==> src/rv_pkg.sv <==
`default_nettype none

package rv_pkg;

  localparam int unsigned xlen   = 32;  // data and pc width
  localparam int unsigned ilen   = 32;  // instruction word
  localparam int unsigned reg_aw = 5;   // 32 architectural registers
  localparam int unsigned csr_aw = 12;

  // rv32i major opcodes, inst[6:0]
  typedef enum logic [6:0] {
    OPC_LUI    = 7'b0110111,
    OPC_AUIPC  = 7'b0010111,
    OPC_JAL    = 7'b1101111,
    OPC_JALR   = 7'b1100111,
    OPC_BRANCH = 7'b1100011,
    OPC_LOAD   = 7'b0000011,
    OPC_STORE  = 7'b0100011,
    OPC_OP_IMM = 7'b0010011,
    OPC_OP     = 7'b0110011,
    OPC_SYSTEM = 7'b1110011
  } opcode_e;

  typedef enum logic [1:0] {
    ALU_NONE    = 2'd0,  // idle, also the squash value
    ALU_ADD     = 2'd1,
    ALU_SUB_CMP = 2'd2,
    ALU_FUNCT   = 2'd3   // execute looks at funct3/funct7
  } alu_op_e;

  typedef enum logic [1:0] {
    SRC_REG  = 2'd0,
    SRC_PC   = 2'd1,
    SRC_IMM  = 2'd2,
    SRC_ZERO = 2'd3
  } alu_src_e;

  typedef enum logic [1:0] {
    WB_ALU = 2'd0,
    WB_MEM = 2'd1,
    WB_PC4 = 2'd2,
    WB_CSR = 2'd3
  } wb_src_e;

  typedef enum logic [2:0] {
    F3_BEQ  = 3'b000,
    F3_BNE  = 3'b001,
    F3_BLT  = 3'b100,
    F3_BGE  = 3'b101,
    F3_BLTU = 3'b110,
    F3_BGEU = 3'b111
  } branch_f3_e;

  // system funct3 low bits, bit 2 only picks the zimm form
  localparam logic [1:0] csr_rw = 2'b01;
  localparam logic [1:0] csr_rs = 2'b10;
  localparam logic [1:0] csr_rc = 2'b11;

endpackage

`default_nettype wire
==> src/branch_cmp.sv <==
`timescale 1ns/100ps
`default_nettype none

module branch_cmp import rv_pkg::*; #(
  parameter int DWIDTH = xlen
) (
  input  logic [DWIDTH-1:0] rs1,
  input  logic [DWIDTH-1:0] rs2,
  input  logic [2:0]        funct3,
  output logic              taken
);

  always_comb begin
    case (branch_f3_e'(funct3))
      F3_BEQ:  taken = (rs1 == rs2);
      F3_BNE:  taken = (rs1 != rs2);
      F3_BLT:  taken = ($signed(rs1) < $signed(rs2));
      F3_BGE:  taken = ($signed(rs1) >= $signed(rs2));
      F3_BLTU: taken = (rs1 < rs2);
      F3_BGEU: taken = (rs1 >= rs2);
      default: taken = 1'b0;  // 010 and 011 are not branches
    endcase
  end

endmodule

`default_nettype wire

==> src/control_unit.sv <==
`timescale 1ns/100ps
`default_nettype none

module control_unit import rv_pkg::*; (
  input  logic [ilen-1:0] inst,
  output alu_op_e         alu_op,
  output alu_src_e        alu_src_a,
  output alu_src_e        alu_src_b,
  output wb_src_e         mem_to_reg,
  output logic            reg_we,
  output logic            mem_write,
  output logic            mem_read,
  output logic            branch,
  output logic            jump,
  output logic            jalr_sel,
  output logic            utype_sel,
  output logic            jlink_sel,
  output logic            csr_we,
  output logic            csr_rd
);

  opcode_e    opcode;
  logic [2:0] funct3;
  logic       rs1_nz;

  assign opcode = opcode_e'(inst[6:0]);
  assign funct3 = inst[14:12];
  assign rs1_nz = |inst[19:15];

  always_comb begin
    // idle row, also what an unknown opcode gets
    alu_op     = ALU_NONE;
    alu_src_a  = SRC_REG;
    alu_src_b  = SRC_REG;
    mem_to_reg = WB_ALU;
    reg_we     = 1'b0;
    mem_write  = 1'b0;
    mem_read   = 1'b0;
    branch     = 1'b0;
    jump       = 1'b0;
    jalr_sel   = 1'b0;
    utype_sel  = 1'b0;
    jlink_sel  = 1'b0;
    csr_we     = 1'b0;
    csr_rd     = 1'b0;

    case (opcode)
      OPC_LUI: begin
        alu_op    = ALU_ADD;
        alu_src_a = SRC_ZERO;
        alu_src_b = SRC_IMM;
        reg_we    = 1'b1;
      end
      OPC_AUIPC: begin
        alu_op    = ALU_ADD;
        alu_src_a = SRC_PC;
        alu_src_b = SRC_IMM;
        reg_we    = 1'b1;
        utype_sel = 1'b1;
      end
      OPC_JAL, OPC_JALR: begin
        alu_op     = ALU_ADD;  // pc + 4 for the link
        alu_src_a  = SRC_PC;
        alu_src_b  = SRC_IMM;
        mem_to_reg = WB_PC4;
        reg_we     = 1'b1;
        jump       = 1'b1;
        jlink_sel  = 1'b1;
        jalr_sel   = (opcode == OPC_JALR);
      end
      OPC_BRANCH: begin
        alu_op = ALU_SUB_CMP;
        branch = 1'b1;
      end
      OPC_LOAD: begin
        alu_op     = ALU_ADD;
        alu_src_b  = SRC_IMM;
        mem_to_reg = WB_MEM;
        reg_we     = 1'b1;
        mem_read   = 1'b1;
      end
      OPC_STORE: begin
        alu_op    = ALU_ADD;
        alu_src_b = SRC_IMM;
        mem_write = 1'b1;
      end
      OPC_OP_IMM: begin
        alu_op    = ALU_FUNCT;
        alu_src_b = SRC_IMM;
        reg_we    = 1'b1;
      end
      OPC_OP: begin
        alu_op = ALU_FUNCT;
        reg_we = 1'b1;
      end
      OPC_SYSTEM: begin
        case (funct3[1:0])
          csr_rw:         csr_we = 1'b1;
          csr_rs, csr_rc: csr_we = rs1_nz;  // x0 source means read only
          default:        csr_we = 1'b0;    // ecall / ebreak
        endcase
        if (funct3[1:0] != 2'b00) begin
          csr_rd     = 1'b1;
          reg_we     = 1'b1;
          mem_to_reg = WB_CSR;
          alu_src_b  = SRC_ZERO;  // rs1 passes through to the csr unit
        end
      end
      default: ;
    endcase
  end

endmodule

`default_nettype wire

==> src/decode_stage.sv <==
`timescale 1ns/100ps
`default_nettype none

module decode_stage import rv_pkg::*; #(
  parameter int DWIDTH   = xlen,
  parameter int PC_WIDTH = xlen
) (
  input  logic                clk,
  input  logic                arst_n,
  input  logic [PC_WIDTH-1:0] pc,
  input  logic [ilen-1:0]     inst,
  input  logic                wb_we,
  input  logic [reg_aw-1:0]   wb_addr,
  input  logic [DWIDTH-1:0]   wb_data,
  output logic [DWIDTH-1:0]   data_rs1,
  output logic [DWIDTH-1:0]   data_rs2,
  output logic [DWIDTH-1:0]   data_utype,
  output logic [DWIDTH-1:0]   data_imm,
  output logic [PC_WIDTH-1:0] branch_pc_new,
  output logic [csr_aw-1:0]   csr_addr,
  output logic [2:0]          csr_func,
  output alu_op_e             alu_op,
  output alu_src_e            alu_src_a,
  output alu_src_e            alu_src_b,
  output wb_src_e             mem_to_reg,
  output logic                reg_we,
  output logic                mem_write,
  output logic                mem_read,
  output logic                csr_we,
  output logic                csr_rd,
  output logic                pc_src,
  output logic                id_flush
);

  logic [DWIDTH-1:0]   imm;
  logic [PC_WIDTH-1:0] target_base;

  // controls straight from the decoder, before squash gating
  alu_op_e  alu_op_raw;
  alu_src_e alu_src_a_raw, alu_src_b_raw;
  wb_src_e  mem_to_reg_raw;
  logic     reg_we_raw, mem_write_raw, mem_read_raw;
  logic     csr_we_raw, csr_rd_raw;
  logic     branch, jump, jalr_sel, utype_sel, jlink_sel;
  logic     taken, zero_sel;

  reg_file #(.AWIDTH(reg_aw), .DWIDTH(DWIDTH)) u_reg_file (
    .clk   (clk),
    .arst_n(arst_n),
    .we    (wb_we),
    .waddr (wb_addr),
    .wdata (wb_data),
    .raddr1(inst[19:15]),
    .raddr2(inst[24:20]),
    .rdata1(data_rs1),
    .rdata2(data_rs2)
  );

  imm_gen #(.DWIDTH(DWIDTH)) u_imm_gen (
    .inst(inst),
    .imm (imm)
  );

  control_unit u_control_unit (
    .inst      (inst),
    .alu_op    (alu_op_raw),
    .alu_src_a (alu_src_a_raw),
    .alu_src_b (alu_src_b_raw),
    .mem_to_reg(mem_to_reg_raw),
    .reg_we    (reg_we_raw),
    .mem_write (mem_write_raw),
    .mem_read  (mem_read_raw),
    .branch    (branch),
    .jump      (jump),
    .jalr_sel  (jalr_sel),
    .utype_sel (utype_sel),
    .jlink_sel (jlink_sel),
    .csr_we    (csr_we_raw),
    .csr_rd    (csr_rd_raw)
  );

  branch_cmp #(.DWIDTH(DWIDTH)) u_branch_cmp (
    .rs1   (data_rs1),
    .rs2   (data_rs2),
    .funct3(inst[14:12]),
    .taken (taken)
  );

  assign pc_src   = jump | (branch & taken);  // resolved here, no ex stage compare
  assign id_flush = pc_src;

  hazard_unit u_hazard_unit (
    .clk     (clk),
    .arst_n  (arst_n),
    .pc_src  (pc_src),
    .zero_sel(zero_sel)
  );

  // squashed slot goes down the pipe as a bubble
  assign alu_op     = zero_sel ? ALU_NONE : alu_op_raw;
  assign alu_src_a  = zero_sel ? SRC_REG  : alu_src_a_raw;
  assign alu_src_b  = zero_sel ? SRC_REG  : alu_src_b_raw;
  assign mem_to_reg = zero_sel ? WB_ALU   : mem_to_reg_raw;
  assign reg_we     = reg_we_raw    & ~zero_sel;
  assign mem_write  = mem_write_raw & ~zero_sel;
  assign mem_read   = mem_read_raw  & ~zero_sel;
  assign csr_we     = csr_we_raw    & ~zero_sel;
  assign csr_rd     = csr_rd_raw    & ~zero_sel;

  // jalr jumps off rs1, everything else off pc
  assign target_base   = jalr_sel ? PC_WIDTH'(data_rs1) : pc;
  assign branch_pc_new = target_base + PC_WIDTH'(imm);

  assign data_utype = utype_sel ? DWIDTH'(pc) : '0;  // auipc adds to pc
  assign data_imm   = jlink_sel ? DWIDTH'(4) : imm;  // link value is pc + 4

  assign csr_addr = inst[31:20];
  assign csr_func = inst[14:12];

endmodule

`default_nettype wire

==> src/decode_top.sv <==
`timescale 1ns/100ps
`default_nettype none

module decode_top import rv_pkg::*; #(
  parameter int DWIDTH   = xlen,
  parameter int PC_WIDTH = xlen
) (
  input  logic                clk,
  input  logic                arst_n,
  input  logic [PC_WIDTH-1:0] pc,
  input  logic [ilen-1:0]     inst,
  input  logic                wb_we,
  input  logic [reg_aw-1:0]   wb_addr,
  input  logic [DWIDTH-1:0]   wb_data,
  output logic [DWIDTH-1:0]   ex_data_rs1,
  output logic [DWIDTH-1:0]   ex_data_rs2,
  output logic [DWIDTH-1:0]   ex_data_utype,
  output logic [DWIDTH-1:0]   ex_data_imm,
  output logic [csr_aw-1:0]   ex_csr_addr,
  output logic [2:0]          ex_csr_func,
  output alu_op_e             ex_alu_op,
  output alu_src_e            ex_alu_src_a,
  output alu_src_e            ex_alu_src_b,
  output wb_src_e             ex_mem_to_reg,
  output logic                ex_reg_we,
  output logic                ex_mem_write,
  output logic                ex_mem_read,
  output logic                ex_csr_we,
  output logic                ex_csr_rd,
  output logic                pc_src,         // redirect to fetch
  output logic [PC_WIDTH-1:0] branch_pc_new,
  output logic                id_flush        // kills the if/id slot
);

  // decode packet between the two halves
  logic [DWIDTH-1:0] data_rs1, data_rs2, data_utype, data_imm;
  logic [csr_aw-1:0] csr_addr;
  logic [2:0]        csr_func;
  alu_op_e           alu_op;
  alu_src_e          alu_src_a, alu_src_b;
  wb_src_e           mem_to_reg;
  logic              reg_we, mem_write, mem_read, csr_we, csr_rd;

  // port names line up on both sides
  decode_stage #(.DWIDTH(DWIDTH), .PC_WIDTH(PC_WIDTH)) u_decode_stage (.*);

  id_ex_reg #(.DWIDTH(DWIDTH), .PC_WIDTH(PC_WIDTH)) u_id_ex_reg (.*);

endmodule

`default_nettype wire

==> src/hazard_unit.sv <==
`timescale 1ns/100ps
`default_nettype none

module hazard_unit (
  input  logic clk,
  input  logic arst_n,
  input  logic pc_src,
  output logic zero_sel
);

  // the instruction fetched behind a redirect sits in decode next cycle
  always_ff @(posedge clk or negedge arst_n) begin
    if (!arst_n) begin
      zero_sel <= 1'b0;
    end else begin
      zero_sel <= pc_src;
    end
  end

endmodule

`default_nettype wire

==> src/id_ex_reg.sv <==
`timescale 1ns/100ps
`default_nettype none

module id_ex_reg import rv_pkg::*; #(
  parameter int DWIDTH   = xlen,
  parameter int PC_WIDTH = xlen
) (
  input  logic              clk,
  input  logic              arst_n,
  input  logic [DWIDTH-1:0] data_rs1,
  input  logic [DWIDTH-1:0] data_rs2,
  input  logic [DWIDTH-1:0] data_utype,
  input  logic [DWIDTH-1:0] data_imm,
  input  logic [csr_aw-1:0] csr_addr,
  input  logic [2:0]        csr_func,
  input  alu_op_e           alu_op,
  input  alu_src_e          alu_src_a,
  input  alu_src_e          alu_src_b,
  input  wb_src_e           mem_to_reg,
  input  logic              reg_we,
  input  logic              mem_write,
  input  logic              mem_read,
  input  logic              csr_we,
  input  logic              csr_rd,
  output logic [DWIDTH-1:0] ex_data_rs1,
  output logic [DWIDTH-1:0] ex_data_rs2,
  output logic [DWIDTH-1:0] ex_data_utype,
  output logic [DWIDTH-1:0] ex_data_imm,
  output logic [csr_aw-1:0] ex_csr_addr,
  output logic [2:0]        ex_csr_func,
  output alu_op_e           ex_alu_op,
  output alu_src_e          ex_alu_src_a,
  output alu_src_e          ex_alu_src_b,
  output wb_src_e           ex_mem_to_reg,
  output logic              ex_reg_we,
  output logic              ex_mem_write,
  output logic              ex_mem_read,
  output logic              ex_csr_we,
  output logic              ex_csr_rd
);

  // one slot, loads every cycle
  always_ff @(posedge clk or negedge arst_n) begin
    if (!arst_n) begin
      ex_data_rs1   <= '0;
      ex_data_rs2   <= '0;
      ex_data_utype <= '0;
      ex_data_imm   <= '0;
      ex_csr_addr   <= '0;
      ex_csr_func   <= '0;
      ex_alu_op     <= ALU_NONE;
      ex_alu_src_a  <= SRC_REG;
      ex_alu_src_b  <= SRC_REG;
      ex_mem_to_reg <= WB_ALU;
      ex_reg_we     <= 1'b0;
      ex_mem_write  <= 1'b0;
      ex_mem_read   <= 1'b0;
      ex_csr_we     <= 1'b0;
      ex_csr_rd     <= 1'b0;
    end else begin
      ex_data_rs1   <= data_rs1;
      ex_data_rs2   <= data_rs2;
      ex_data_utype <= data_utype;
      ex_data_imm   <= data_imm;
      ex_csr_addr   <= csr_addr;
      ex_csr_func   <= csr_func;
      ex_alu_op     <= alu_op;
      ex_alu_src_a  <= alu_src_a;
      ex_alu_src_b  <= alu_src_b;
      ex_mem_to_reg <= mem_to_reg;
      ex_reg_we     <= reg_we;
      ex_mem_write  <= mem_write;
      ex_mem_read   <= mem_read;
      ex_csr_we     <= csr_we;
      ex_csr_rd     <= csr_rd;
    end
  end

endmodule

`default_nettype wire

==> src/imm_gen.sv <==
`timescale 1ns/100ps
`default_nettype none

module imm_gen import rv_pkg::*; #(
  parameter int DWIDTH = xlen
) (
  input  logic [ilen-1:0]   inst,
  output logic [DWIDTH-1:0] imm
);

  logic signed [ilen-1:0] imm32;

  always_comb begin
    case (opcode_e'(inst[6:0]))
      OPC_OP_IMM, OPC_LOAD, OPC_JALR: begin
        imm32 = {{20{inst[31]}}, inst[31:20]};
      end
      OPC_STORE: begin
        imm32 = {{20{inst[31]}}, inst[31:25], inst[11:7]};
      end
      OPC_BRANCH: begin
        imm32 = {{19{inst[31]}}, inst[31], inst[7], inst[30:25], inst[11:8], 1'b0};
      end
      OPC_LUI, OPC_AUIPC: begin
        imm32 = {inst[31:12], 12'b0};
      end
      OPC_JAL: begin
        imm32 = {{11{inst[31]}}, inst[31], inst[19:12], inst[20], inst[30:21], 1'b0};
      end
      default: imm32 = '0;  // r-type and system carry no immediate
    endcase
  end

  // signed cast extends past 32 bits when DWIDTH is wider
  assign imm = DWIDTH'(imm32);

endmodule

`default_nettype wire

==> src/reg_file.sv <==
`timescale 1ns/100ps
`default_nettype none

module reg_file import rv_pkg::*; #(
  parameter int AWIDTH = reg_aw,
  parameter int DWIDTH = xlen
) (
  input  logic              clk,
  input  logic              arst_n,
  input  logic              we,
  input  logic [AWIDTH-1:0] waddr,
  input  logic [DWIDTH-1:0] wdata,
  input  logic [AWIDTH-1:0] raddr1,
  input  logic [AWIDTH-1:0] raddr2,
  output logic [DWIDTH-1:0] rdata1,
  output logic [DWIDTH-1:0] rdata2
);

  logic [DWIDTH-1:0] regs [2**AWIDTH];

  always_ff @(posedge clk or negedge arst_n) begin
    if (!arst_n) begin
      for (int i = 0; i < 2**AWIDTH; i++) begin
        regs[i] <= '0;
      end
    end else if (we && (waddr != '0)) begin  // x0 stays zero
      regs[waddr] <= wdata;
    end
  end

  // no bypass, a write shows up on the next cycle
  assign rdata1 = regs[raddr1];
  assign rdata2 = regs[raddr2];

endmodule

`default_nettype wire

==> config.mk <==
export PLATFORM = sky130hd
export DESIGN_NAME = decode_top
export DESIGN_NICKNAME = d
export VERILOG_FILES = /design/src/rv_pkg.sv /design/src/branch_cmp.sv /design/src/control_unit.sv /design/src/decode_stage.sv /design/src/decode_top.sv /design/src/hazard_unit.sv /design/src/id_ex_reg.sv /design/src/imm_gen.sv /design/src/reg_file.sv
export SDC_FILE = /design/constraint.sdc
export NUM_CORES = 2
export LEC_CHECK = 0
export BUFFER_PORTS_ARGS = -buffer_cell sky130_fd_sc_hd__buf_2
export CAP_MARGIN = 0
export CORE_MARGIN = 2
export CORE_UTILIZATION = 62
export DETAILED_ROUTE_END_ITERATION = 6
export PLACE_DENSITY = 0.83
export SLEW_MARGIN = 20
export SYNTH_ARGS = -nofsm -noshare
export SYNTH_HDL_FRONTEND = slang
export SYNTH_SLANG_ARGS = --single-unit
==> constraint.sdc <==
create_clock -name clk -period 5.9 [get_ports clk]
set_clock_uncertainty 0.05 [all_clocks]
set_input_delay 0 -clock clk [delete_from_list [all_inputs] [get_ports clk]]
set_output_delay 0 -clock clk [all_outputs]
set_load 0.005 [all_outputs]
==> run metrics <==
# nets final between 4k and 5k; pwr dens between 300 and 400 nW/um^2; full die area about 100000 um^2; CTS tree built; drt via density 7.16; mean post-synth cell area about 16 um^2; Worst setup EP type primary output; RSZ-0062 raised after global routing no; Leakage Power around 32 nW; Post-Syn Instances a little under 4k; number of synthesized flops with an enable pin 0; Die Height between 300 and 400 um; Initial Utilization 0.626; I/O Buffers between 200 and 300; critical setup path kind in2out; TritonCTS buffer count approximately 120; actual slew at the worst max-slew pin 1.08 ns; top-area cell type share of the netlist area 0.480; endpoints failing setup 0; H-Tree Depth 3; max_cap viols 0; Biggest register u_decode_stage.u_reg_file.regs; HP Class in2reg; worst endpoint data arrival time between 5 and 6 ns; Final min period roughly 5.7 ns; DR pass1 iterations 5; fmax roughly 180 MHz; Max VDD drop 0.287 mV; Top-Level Pins slightly below 300; #FFs+latches synth approximately 1.2k; Sequential cell area between 20000 and 30000 um^2; post-CTS setup buffers 0; # fillers between 5k and 6k; top_reg_cell synth dfrtp_1; area delta synth->final 14.0%; wire per inst about 33 um; CTS Buffer Depth 3; cell accounting for the most synthesized area dfrtp_1; Final Hold Fails 0; Worst-Skew Late Latency just over 0.7 ns; Placer Congestion 1.00; first-pass GRT wire length roughly 270 mm; Max FO, Critical Path 31; post-route ant nets 0; CTS root buffer clkbuf_16; synth top area cells dfrtp_1 48%, mux4_2 23%, mux2_2 19%; startpoint types primary input; global router's overall resource usage 0.365; layout cells sized above 1 0.539; max reg flops 1024; CTS Sinks around 1.2k; First DRT Iteration DRCs slightly below 5k; asr flop ratio synth 1.00; Tot Pwr about 24 mW; Mapped Area between 60000 and 70000 um^2; core area about 98000 um^2; vias after detailed routing 39.9k; drt total wl roughly 180 mm; Worst Path Required approximately 6 ns; Core Rows about 120; status finished, final reports clean; Reg clk slew, reported paths 0.06 ns; pin count of the biggest net entering global routing between 100 and 150; max_slew headroom 0.280; vias in the first global route ~42k; Seq/Total Area, Yosys 0.480; drt drc 0; yosys warns 0; die width between 300 and 400 um; GRT Residual Overflow 0; syn_nets a little over 4k; DP HPWL between 100 and 150 mm; Final period util 0.967; library cells used by synthesis between 70 and 80; fin. max-slew vios 0; Setup Total Neg Slack 0 ns; initial antenna violation count 6; Multi-input gate area roughly 30000 um^2
-- final timing paths --
path                                                                   from                                               end  slack [ns]  cells after the start
max                                                                inst[20]                                            pc_src        0.20                     17
min                                                                   wb_we   u_decode_stage.u_reg_file.regs[405]$_DFFE_PN0P_        0.06                      4
max reg2reg                 u_decode_stage.u_reg_file.regs[397]$_DFFE_PN0P_   u_decode_stage.u_hazard_unit.zero_sel$_DFF_PN0_        1.15                     14
min reg2reg                u_decode_stage.u_reg_file.regs[1014]$_DFFE_PN0P_  u_decode_stage.u_reg_file.regs[1014]$_DFFE_PN0P_        0.35                      0
max in group asynchronous                                            arst_n             u_id_ex_reg.ex_data_imm[24]$_DFF_PN0_        4.58                      4
min in group asynchronous                                            arst_n           u_id_ex_reg.ex_data_utype[14]$_DFF_PN0_        0.09                      3
-- cells in the final DEF, fill, tap and decap left out, types with 6 or more instances in the layout --
master and instances:
nor3b_1 6, nor3_1 15, ha_1 63, buf_2 283, clkinv_2 20, buf_4 93, and3_1 8, clkbuf_8 23
dfrtp_1 1181, o21ai_0 18, bufinv_16 25, nand3_1 13, clkbuf_16 123, clkbuf_1 16, nor2_4 17, xnor2_1 20
nand4_1 12, or3_1 7, inv_1 48, a21o_1 38, buf_12 24, a21oi_1 39, dlygate4sd3_1 147, nand2_1 120
and2_1 65, mux2_2 1019, mux4_2 631, nand2_2 12, nor2_1 31, xor2_1 8, mux2i_1 34, nor2b_1 9
-- power breakdown --
group	internal (mW)	switching, mW
clock network	5.17	3.30
registers	9.57	1.09
logic	3.00	2.12
total	17.7	6.50
-- cell type report --
type / instances / area share
multi-input combinational: 2285 / 0.431
sequential: 1181 / 0.421
timing repair buffer: 555 / 0.0597
clock buffer: 162 / 0.0492
tap: 1287 / 0.0229
clock inverter: 55 / 0.0133
inverter: 50 / 0.00267
antenna: 4 / 0.000143
-- routing by layer --
layer | up-vias | GRT usage | part of all wire
met5 | - | 0 | 0.00016
met2 | 2507 | 0.552 | 0.46
li1 | 15600 | - | -
met1 | 21300 | 0.499 | 0.38
met3 | 561 | 0.0897 | 0.10
met4 | 4 | 0.189 | 0.057
-- kinds of logic (layout without fill, tap and decap cells) --
| group | Yosys count | in the layout | synth area share |
|---|---|---|---|
| AOI/OAI and AO/OA | 153 | 153 | 0.0170 |
| xor gates and xnor gates | 28 | 28 | 0.00398 |
| and+or+nand+nor | 343 | 343 | 0.0275 |
| DFF | 1181 | 1181 | 0.480 |
| muxes | 1697 | 1697 | 0.427 |
| buffers and inverters | 447 | 822 | 0.0312 |
| adders and majority gates | 64 | 64 | 0.0131 |
| other | 0 | 4 | 0 |
-- cell usage after synthesis, types with 6 or more instances --
cell type  number
nand3_1        13
dfrtp_1      1181
ha_1           63
buf_2          39
nand2_1       135
and2_1         65
nand4_1        12
nor2_1         47
nor3b_1         6
inv_1          49
xnor2_1        20
buf_6          24
or3_1           7
mux2_2       1019
clkbuf_1      269
nor3_1         16
mux4_2        631
mux2i_1        34
buf_1          63
o21ai_0        18
xor2_1          8
and3_1          8
a21oi_1        39
nor2b_1         9
a21o_1         38
-- metrics by stage --
| stage | hold WS (ns) | std cells | instance area, um^2 | utilization | setup WS, ns |
|---|---|---|---|---|---|
| finish | 0.0606 | 5579 | 70200 | 0.714 | 0.195 |
| global route | 0.0574 | 5576 | 70200 | 0.714 | 0.00562 |
| CTS | 0.00350 | 5575 | 70200 | 0.714 | 0.340 |
| detailed placement | 0.0489 | 5210 | 64300 | 0.654 | 0.550 |
| global placement | 0.0462 | 5209 | 64300 | 0.654 | 0.575 |
| floorplan | -0.346 | 3913 | 61600 | - | 1.71 |
-- worst max-delay path, cell delays in order --
cell and delay (ns):
dlygate4sd3_1 0.56, buf_8 0.35, buf_12 0.31, mux4_2 0.55, mux4_2 0.47, mux2i_1 0.54, ha_1 0.38, a21oi_1 0.13
o21ai_0 0.12, a221oi_1 0.85, o2bb2ai_1 0.18, nor3_1 0.19, buf_4 0.17, mux2i_1 0.19, o311ai_0 0.14, o21ai_1 0.29
buf_2 0.18
-- repair_timing --
item                      4_1_cts  5_1_grt
hold endpoints to repair     1432        0
hold buffers                  148        0
gates resized for setup         0        0
No activity file was read; power rests on OpenSTA's default activity.
